File: src/include/vec_params.svh
/* Sizing macros for the vector coprocessor
   Include wherever register, lane or memory word widths are needed */
`ifndef VEC_PARAMS_SVH
`define VEC_PARAMS_SVH

// Bits per vector register
`define VEC_VLEN 128

// Architectural vector registers v0..v31
`define VEC_NREGS 32

// Scalar register and memory word width
`define VEC_XLEN 32

// Register width in bytes, one write enable per byte
`define VEC_VLENB (`VEC_VLEN / 8)

`endif
File: src/design/vec_pkg.sv
/* Types shared by the vector coprocessor blocks
   Import inside a module body; port lists use scoped names */
`default_nettype none

package vec_pkg;

	// Decoded operation, NONE while the host has nothing for us
	typedef enum logic [2:0] {
		OP_NONE,
		OP_SETVLI,
		OP_SETVL,
		OP_LOAD_UNIT,
		OP_LOAD_STRIDED,
		OP_STORE_UNIT
	} vec_op_e;

	typedef logic [4:0] vreg_addr_t; // Vector register number
	typedef logic [7:0] vl_t;        // Element count, VLMAX is 16 at SEW 8

	// Registered result of the decoder
	typedef struct packed {
		vec_op_e     op;
		vreg_addr_t  vd;     // Destination, or store source
		vreg_addr_t  vs1;    // rs1 field as written in the instruction
		logic        rs1_nz; // rs1 field non-zero, vl is updated
		logic [10:0] zimm;   // vtype immediate of vsetvli
	} vec_insn_t;

	// Element width, vtype codes above 2 map to 32 bits
	typedef enum logic [1:0] {
		SEW_8,
		SEW_16,
		SEW_32
	} sew_e;

	// Memory request, a non-zero wstrb marks a write
	typedef struct packed {
		logic [31:0] addr;
		logic [31:0] wdata;
		logic [3:0]  wstrb;
	} mem_req_t;

endpackage

`default_nettype wire

File: src/design/vec_decoder.sv
/* Registers the PCPI instruction word and classifies it
   Output shows OP_NONE while pcpi_valid is low */
`default_nettype none
`timescale 1ns/100ps

module vec_decoder (
	input  wire logic               clk,
	input  wire logic               rst_n,
	input  wire logic               pcpi_valid,
	input  wire logic [31:0]        pcpi_insn,
	output vec_pkg::vec_insn_t      insn
);
	import vec_pkg::*;

	vec_op_e op_d;
	logic [2:0] mop; // Addressing mode of loads and stores

	assign mop = pcpi_insn[28:26];

	always_comb begin
		op_d = OP_NONE;
		case (pcpi_insn[6:0])
			7'b0000111: begin // LOAD-FP major opcode
				if (mop == 3'b000 && pcpi_insn[24:20] == 5'd0)
					op_d = OP_LOAD_UNIT;
				else if (mop == 3'b010)
					op_d = OP_LOAD_STRIDED;
			end
			7'b0100111: begin // STORE-FP, unit stride only
				if (mop == 3'b000 && pcpi_insn[24:20] == 5'd0)
					op_d = OP_STORE_UNIT;
			end
			7'b1010111: begin // OP-V with funct3 OPCFG
				if (pcpi_insn[14:12] == 3'b111)
					op_d = pcpi_insn[31] ? OP_SETVL : OP_SETVLI;
			end
			default: op_d = OP_NONE;
		endcase
	end

	always_ff @(posedge clk or negedge rst_n) begin
		if (!rst_n) begin
			insn <= '0;
		end else if (!pcpi_valid) begin
			insn <= '0; // Op field clears to NONE
		end else begin
			insn.op     <= op_d;
			insn.vd     <= pcpi_insn[11:7];
			insn.vs1    <= pcpi_insn[19:15];
			insn.rs1_nz <= |pcpi_insn[19:15];
			insn.zimm   <= pcpi_insn[30:20];
		end
	end

endmodule

`default_nettype wire

File: config.mk
export PLATFORM = sky130hd
export DESIGN_NAME = vec_decoder
export DESIGN_NICKNAME = d
export VERILOG_FILES = /design/src/include/vec_params.svh /design/src/design/vec_pkg.sv /design/src/design/vec_decoder.sv
export SDC_FILE = /design/constraint.sdc
export NUM_CORES = 1
export LEC_CHECK = 0
export BUFFER_PORTS_ARGS = -buffer_cell sky130_fd_sc_hd__buf_2
export CORE_MARGIN = 10
export CORE_UTILIZATION = 43
export DETAILED_ROUTE_END_ITERATION = 8
export PLACE_DENSITY = 0.94
export SLEW_MARGIN = 10
export SYNTH_ARGS = -nofsm -noshare
export SYNTH_HDL_FRONTEND = slang
export SYNTH_SLANG_ARGS = --single-unit
File: constraint.sdc
create_clock -name clk -period 1.3 [get_ports clk]
set_clock_uncertainty 0.15 [all_clocks]
set_input_delay 0.065 -clock clk [delete_from_list [all_inputs] [get_ports clk]]
set_output_delay 0.065 -clock clk [all_outputs]
set_load 0.02 [all_outputs]
After elaboration in Yosys (flattened, before gate mapping):

Index checks and enable logic that the tools add are counted.

* eq/ne operators: 5
* mux-type cells: 7
* reductions and logical operators: 4

Operators with widths (count)
* 2-to-1 mux 25 bit: 1
* 2-to-1 mux 3 bit: 3
* case mux 3 bit (3 select lines): 1
* equality test 7 x 3 -> 1 bit, second input constant: 1
* equality test 7 x 6 -> 1 bit, second input constant: 1
* equality test 7 bit, second input constant: 1
* logical NOT 5 bit: 1
* OR reduction 5 bit: 1
* 2-to-1 mux 2 bit: 2
* equality test 3 x 2 -> 1 bit, second input constant: 1
* equality test 3 bit, second input constant: 1
* logical NOT 3 bit: 1
* logical AND 1 bit: 1

* register bits: 25
* input port bits: 35
* logic and storage cells: 21

Longest topological paths before layout:

Gate-level depths: netlist of run 1.

* depth after elaboration: 5
* depth in mapped cells: 4
* depth with buffers taken out: 3

Worst setup path before layout of run 1:

OpenSTA, ideal clock, no wires.

* kind: input to register
* from: input port pcpi_insn[19]
* to: register insn[11] in the netlist's numbering
* library setup time: 0.119 ns
* data arrival time: 0.734 ns
* slack: 0.298 ns
* stages on the path: 2
* cells stage by stage: or4_1 o21a_1

* word-level cells in the longest chain between the ends: 2

Ends and longest elaborated chain
* start: declaration: RTL line vec_decoder.sv:10 `input wire logic [31:0] pcpi_insn,`
* OR reduction 5 bit: RTL line vec_decoder.sv:50 `insn.rs1_nz <= |pcpi_insn[19:15];`
* 2-to-1 mux 25 bit: RTL line vec_decoder.sv:44 `end else if (!pcpi_valid) begin`
* end: declaration: RTL line vec_decoder.sv:11 `output vec_pkg::vec_insn_t insn`

Every way passes these cells.

Worst setup path in the final report of run 1:

* from: input port pcpi_insn[16]
* to: register insn[11] in the netlist's numbering

Same word-level chain as after synthesis.

==> results of run 1 <==
[layout make-up]
cell class,instances,area (sq um)
flip-flops and latches,25,625.6
clock buffers,4,26.28
multi-input cells,42,294.0
repair buffers,84,545.5
fillers,120,476.7
well taps,27,33.78
[stage by stage]
step / hold WS [ps] / total power [mW] / worst slack, ps / area, sq um
final: -111.5 / 1.428 / 42.28 / 1525
after global routing: -107.3 / 1.491 / 19.11 / 1525
after CTS: -123.9 / 1.412 / 6.014 / 1508
after detailed placement: -82.47 / 1.041 / 168.3 / 1231
after global placement: -94.98 / 1.033 / 187.4 / 1231
after floorplan: -380.6 / 0.9241 / 297.5 / 914.6
[power groups by stage]
stage / registers (mW) / logic, mW / clock network, mW
after floorplan: 0.883 / 0.0409 / 0
after global placement: 0.833 / 0.200 / 0
after detailed placement: 0.835 / 0.206 / 0
after CTS: 0.819 / 0.264 / 0.329
after global routing: 0.825 / 0.299 / 0.366
final: 0.822 / 0.274 / 0.332
[placed cells by master (no fill, tap or decap)]
master,instances
nor4_4,2
clkbuf_4,3
and2_1,20
nand4b_1,1
and3_1,1
nand4_1,3
nor2_1,2
and4b_1,1
nand2b_1,1
o21a_1,1
nand3_1,2
o211ai_1,1
a21oi_1,3
dfrtp_1,25
and3b_1,1
and2_2,1
dlygate4sd3_1,25
nor3_1,1
clkbuf_1,1
buf_2,59
or4_1,1
[logic make-up (layout without fill, tap and decap cells)]
group / after synthesis / in the layout
compound gates: 5 / 5
flops: 25 / 25
buf+inv: 3 / 88
simple gates: 37 / 37
[critical path: stages]
cell           delay (ps)
dlygate4sd3_1         530
buf_2                 140
or4_1                 400
o21a_1                190
[path summary, 6_finish.rpt]
path | end | from | depth (start not counted) | slack [ps]
max | insn[11]$_DFF_PN0_ | pcpi_insn[16] | 4 | 40
min | insn[24]$_DFF_PN0_ | pcpi_insn[27] | 3 | -110
max in group asynchronous | insn[5]$_DFF_PN0_ | rst_n | 2 | 560
min in group asynchronous | insn[14]$_DFF_PN0_ | rst_n | 2 | 90
[what timing repair did]
item	CTS	global route
setup buffers	0	0
hold endpoints to repair	50	4
gates resized for setup	0	2
endpoints found under the setup margin	0	2
[routing by layer]
metal / up-vias / GRT usage (%) / routed length [microns]
met3: 2 / 3.559 / 269
met5: - / 0 / 0
li1: 405 / - / -
met4: 0 / 4.712 / 26
met1: 382 / 15.40 / 1185
met2: 45 / 25.00 / 1512
==> run summary, run 1 <==
The routability-driven placement congestion ratio is 0.8019. The first global-routing pass estimated 4761 microns of wire. The largest registers in the layout are insn (25). The tightest min-delay check is of the in -> reg type. The critical path capture point type was a flop. The run gives 933 as the number of global-route vias before repair. The logs give 25 for the number of sinks on the clock net and 4372 sq um for the full die area. Switching part of the total power: 25.34%. The sum of negative setup slack was 0 ps; the share of power burned in combinational logic was 19.2%. Summed over all cells, the static leakage comes to 0.7970 nW.

In this run the power density over the cells is 936.2 nW/um^2. For this run, the leading register cell type out of synthesis is dfrtp_1. The run finished, with violations left.

The fraction of registers with async set or reset after synthesis came out at 100.0%. The final reports fail on hold timing. After detailed routing, the total wire length is 2993 microns. The endpoint required time on the critical path is 1360 ps. Internal power comes to 1.066 mW. Counting instances in the post-synthesis netlist gives the leading cell types as dfrtp_1 (25), and2_1 (20), a21oi_1 (3), nand4_1 (3). The combinational family with the most area after synthesis is simple AND/OR/NAND/NOR gates. The clock period minus final worst setup slack was 1258 ps; the post-detailed-route DRC marker count was 0. The tools report the hold violation total from the final report as 4. The maximum number of pins on one net before global-route repair was 26. Headroom to the max-slew limit came out at 65.40%.

The category of the critical setup timing path is in -> reg. The tools report the number of nets in the layout as 191. The simple-gate share of the synthesized area was 26.95%; the TritonCTS buffer count was 3.

The most numerous cell in the Yosys netlist is dfrtp_1. TritonCTS built the clock tree. The overall die height is 66.12 microns, and the number of max-capacitance violations reported is 0.

The cell sitting at the root of the clock tree is a clkbuf_4. The number of H-tree branching levels was 1. Setup repair after global routing left no endpoint under its margin. For this block, the initial DRC count from the detailed router was 12. The post-route netlist has 41.94% of its cells at a drive strength greater than 1. Once the floorplan was initialized, standard cells occupied 45.69% of the core. The first detailed-routing pass took 4 iterations.

In the post-synthesis netlist, the biggest area contributors are dfrtp_1 (68%), and2_1 (14%), nor4_2 (2.7%). The gate count after technology mapping was 70. The top cell type by area accounts for 68.40% of the synthesized area. In the final routed layout, each cell accounts on average for 16.45 microns. Yosys mapped a number of flops with a built-in enable equal to 0. The fraction of the cycle the final worst path needs came out at 96.75%.

Cells fill 76.19% of the core in the end. Derived from the worst setup path, the maximum achievable clock frequency is 0.7951 GHz. The tools report the data arrival time of the critical path as 1320 ps. The transition time of the tightest slew-check pin was 519.1 ps. The logs give 914.6 sq um for the cell area after synthesis and 23.2% for the clock power share.

The share of the synthesized netlist area taken by xor and xnor gates is 0%. After synthesis the netlist holds a flip-flop and latch count of 25. The overall global routing resource usage was 13.92%.

In this run the remaining antenna-violating nets after routing total 0. The share of total power dissipated in sequential elements is 57.6%. The number of placed instances, taps included, is 153. The count of antenna diodes in the layout is 0.

Most area-hungry cell type in the Yosys netlist: dfrtp_1. The clock passes through at most 2 buffers. During placement, the flow inserted port buffers numbering 59.

The final count of negative-setup-slack endpoints came out at 0. The die width is 66.12 microns, and the final instance count without filler cells is 182. The routed layout has 834 vias. For the total net switching power, the log shows 0.3618 mW. Final-layout worst hold slack: -111.5 ps.

The run gives 25 as the number of buffers inserted for hold repair after clock tree synthesis. In this run the count of I/O pins placed on the die edge is 60. The core region is 2002 sq um. Signed area change from the synthesized netlist to the final layout: 66.76%. The maximum fanout along the worst path came out at 2.

Ranked by flip-flop count, first place goes to insn. In the routed layout, each cell is associated on average with a via count of 4.582. Sequential cells were found to cover 68.40% of the synthesized design area. The tools report the number of antenna violations at the first check in global routing as 0. The number of nets in the synthesized netlist is 105.

The clock slew seen by the registers of the worst setup and hold paths is 120 ps, and the share of the synthesized area in compound gates (AO/OA/AOI/OAI) is 3.283%. Synthesis instantiated 19 different standard cells from the library. For this run the aggregate overflow at the end of global routing stands at 0. IR analysis of the VDD net gives a maximum drop of 0.0005591 V. The HPWL after detailed placement is 1898 microns. STA classifies the critical path startpoint as an input port. The register with the most flip-flops in the layout has 25 of them. The fraction of synthesized area in multiplexers is 0%, and the site row count is 16. For the number of synthesis warnings, the log shows 0. In this run the mean area of a mapped cell was 13.07 sq um. The arithmetic-cell share of the synthesized area counting full adders, half adders and majority gates was 0%; the count of final max-slew check failures was 0.
Power figures use the tool's default switching activity.
==> run 2: changes to the inputs <==
==> constraint.sdc (replaced) <==
create_clock -name clk -period 1.3 [get_ports clk]
set_clock_uncertainty 0.15 [all_clocks]
set_input_delay 0.26 -clock clk [delete_from_list [all_inputs] [get_ports clk]]
set_output_delay 0.26 -clock clk [all_outputs]
set_load 0.02 [all_outputs]
==> run 2 against run 1 <==
Effect of this change:
- the flow now finishes without violations
- worst setup slack got worse by 8.3 ps
- power decreased by 5.7%
- design area decreased by 17%
- global-route usage decreased by 3.8 points
- die area unchanged
- sequential power about the same
- hold slack improved by 120 ps
- routed wire length decreased by 24%
- clock power decreased by 3%
- combinational power decreased by 25%
==> run summary, run 2 (synthesis gave the netlist of run 1 again) <==
Most used cells in the layout excluding fill and tap cells: buf_2 (59), dfrtp_1 (25), and2_1 (20) (was buf_2 (59), dlygate4sd3_1 (25), dfrtp_1 (25), and2_1 (20)). The signed area change from the synthesized netlist to the final layout is 38.58% (was 66.76%), and the die width is 66.12 microns (unchanged). The hold violation total from the final report is 0 (was 4), and the share of power burned in combinational logic is 15.2% (was 19.2%).

The logs give 153 (unchanged) for the number of cells in the design after placement and 0 ps (unchanged) for the sum of negative setup slack. The logs give 0 (unchanged) for the post-detailed-route DRC marker count and 805 (was 933) for the number of global-route vias before repair. The first-pass GRT wire length is 3546 microns (was 4761 microns). Gate family responsible for the most delay along the worst path: flip-flops (was buffers and inverters).

Cell Chain, Critical Path: buf_2 (was dlygate4sd3_1 > buf_2 > or4_1 > o21a_1). Highest-delay cell along the critical path: dfrtp_1 (was dlygate4sd3_1). Clock slew seen by the registers of the worst setup and hold paths: 120 ps (about the same). Category of the critical setup timing path: reg -> out (was in -> reg). The reported leakage power was 0.6880 nW (was 0.7970 nW). The critical path capture point type was an output port (was a flop). The maximum VDD drop was 0.0005290 V (was 0.0005591 V). The run gives 24.0% (was 23.2%) as the clock power share. The tools report the area taken by flip-flops and latches as 625.6 sq um (unchanged). The number of sinks on the clock net was 25 (unchanged). The ratio of routed vias to standard cells is 4.614 (was 4.582), and the maximum number of pins on one net before global-route repair is 26 (unchanged). The iteration-0 DRC count of the detailed router came out at 12 (unchanged).

The run gives 16 (unchanged) as the site row count. The relative contribution of sequential cells to total power was 60.8% (was 57.6%). Number of placed I/O pins: 60 (unchanged).

The run gives 33.97 ps (was 42.28 ps) as the final worst slack. The number of max-capacitance violations reported came out at 0 (unchanged). The filler cell count was 158 (was 120). The run gives 1 (was 25) as the number of buffers inserted for hold repair after clock tree synthesis.

Register bank with the most flops: insn (unchanged). The switching part of the total power came out at 24.49% (was 25.34%). The number of buffers inserted by post-CTS setup repair is 0 (unchanged). The overall global routing resource usage was 10.12% (was 13.92%). The source of the worst hold timing path was pcpi_insn[7] (was pcpi_insn[27]). The largest stage delay on the critical path is 390 ps (was 530 ps), and the number of antenna violations at the first check in global routing is 0 (unchanged). TritonCTS built the clock tree. The internal portion of total power was 1.017 mW (was 1.066 mW). The most common cell after layout, fill and taps aside was buf_2 (unchanged).

Final routed wire length divided by cell count: 14.35 microns (was 16.45 microns). Flip-flop count of the largest register after layout: 25 (unchanged). The flow ran to the end, and the final reports show no timing, DRC or antenna violations.

The maximum frequency from static timing analysis was 0.7899 GHz (was 0.7951 GHz). Setup repair after global routing left no endpoint under its margin. The first-pass detailed-route iteration total came out at 4 (unchanged). The share of post-route cells with drive strength above 1 is 49.62% (was 41.94%).

The number of stages on the worst setup path is 1 (was 4), and the count of final max-slew check failures is 0 (unchanged). The number of gates resized after cts is 0 (unchanged). The routability-driven placement congestion ratio came out at 0.8019 (unchanged).

The total net switching power was 0.3298 mW (was 0.3618 mW); the final routed wirelength across all metal layers was 2267 microns (was 2993 microns). The fraction of the cycle the final worst path needs came out at 97.39% (was 96.75%). The clock period minus final worst setup slack is 1266 ps (was 1258 ps). The startpoint of the worst setup timing path was insn[21]$_DFF_PN0_ (was pcpi_insn[16]). The number of port buffers works out to 59 (unchanged). Largest registers in the final layout: insn (25) (unchanged). The logs give 2002 sq um (unchanged) for the area inside the core boundary and 729 (was 834) for the total number of vias. The initial core utilization was 45.69% (unchanged). The master cell of the clock root buffer was clkbuf_4 (unchanged). The overall die height was 66.12 microns (unchanged); the aggregate global routing overflow was 0 (unchanged). The full die area is 4372 sq um (unchanged), and the combined area of the multi-input logic cells is 276.5 sq um (was 294.0 sq um). The tools report the headroom to the max-slew limit as 66.06% (was 65.40%). Final count of negative-setup-slack endpoints: 0 (unchanged).

The TritonCTS buffer count was 3 (unchanged). The endpoint required time on the critical path was 890 ps (was 1360 ps). The number of cells on the worst hold path is 2 (was 3).

The final instance count without filler cells is 158 (was 182). The number of nets in the layout came out at 167 (was 191). The count of antenna diodes in the layout came out at 0 (unchanged). The number of buffers and inverters on the critical path was 1 (was 2); the transition time of the tightest slew-check pin was 509.0 ps (was 519.1 ps).

The launching element type of the critical path is a flop (was an input port). The maximum fanout along the worst path was 1 (was 2); the number of H-tree branching levels was 1 (unchanged). The run gives 1898 microns (unchanged) as the post-detailed-placement half-perimeter wirelength. The data arrival time of the critical path is 860 ps (was 1320 ps), and the total power divided by cell area is 1062 nW/um^2 (was 936.2 nW/um^2). Type of the worst min-delay path: in -> reg (unchanged). The minimum setup slack after placement is -26.69 ps (was 168.3 ps). The logs give 0 (unchanged) for the number of nets still failing antenna checks after routing and 2 (unchanged) for the number of buffers on the longest clock path.
run 2: changes by cell type in the layout (fill, tap and decap cells not counted):
cell / before / now
nor4_2: 0 / 2
dlygate4sd3_1: 25 / 1
nor4_4: 2 / 0
run 2: metal layers:
layer / vias to the layer above / routed length [microns] / global-route usage (%)
li1: 360 / - / -
met2: 41 / 1052 / 17.34
met3: 0 / 336 / 4.915
met5: - / 0 / 0
met4: 0 / 0 / 4.712
met1: 328 / 877 / 10.02
run 2: final timing paths:
check                                     end  slack [ps]
min in group asynchronous  insn[14]$_DFF_PN0_         290
worst max-delay path                 insn[21]          30
max in group asynchronous   insn[9]$_DFF_PN0_         360
worst min-delay path       insn[17]$_DFF_PN0_          10
run 2: power groups by stage:
stage                     sequential (mW)  combinational, mW  clock (mW)
after detailed placement            0.835              0.206           0
after global placement              0.833              0.200           0
final                               0.819              0.205       0.323
after CTS                           0.819              0.209       0.329
after floorplan                     0.883             0.0409           0
after global routing                0.823              0.227       0.361
run 2: through the flow:
| step | util, % | instance area (sq um) | power [mW] | hold slack [ps] |
|---|---|---|---|---|
| after global routing | 63.31 | 1267 | 1.411 | 2.170 |
| final | 63.31 | 1267 | 1.347 | 10.49 |
| after CTS | 63.31 | 1267 | 1.357 | 7.213 |
| after detailed placement | 61.50 | 1231 | 1.041 | 112.5 |
| after global placement | 61.50 | 1231 | 1.033 | 100.0 |
| after floorplan | - | 914.6 | 0.9241 | -185.6 |
run 2: final cells by class:
class	count	share of cell area [%]
multi-input combinational	42	21.82
sequential	25	49.36
clock buffer	4	2.073
tap	27	2.665
timing repair buffer	60	24.09
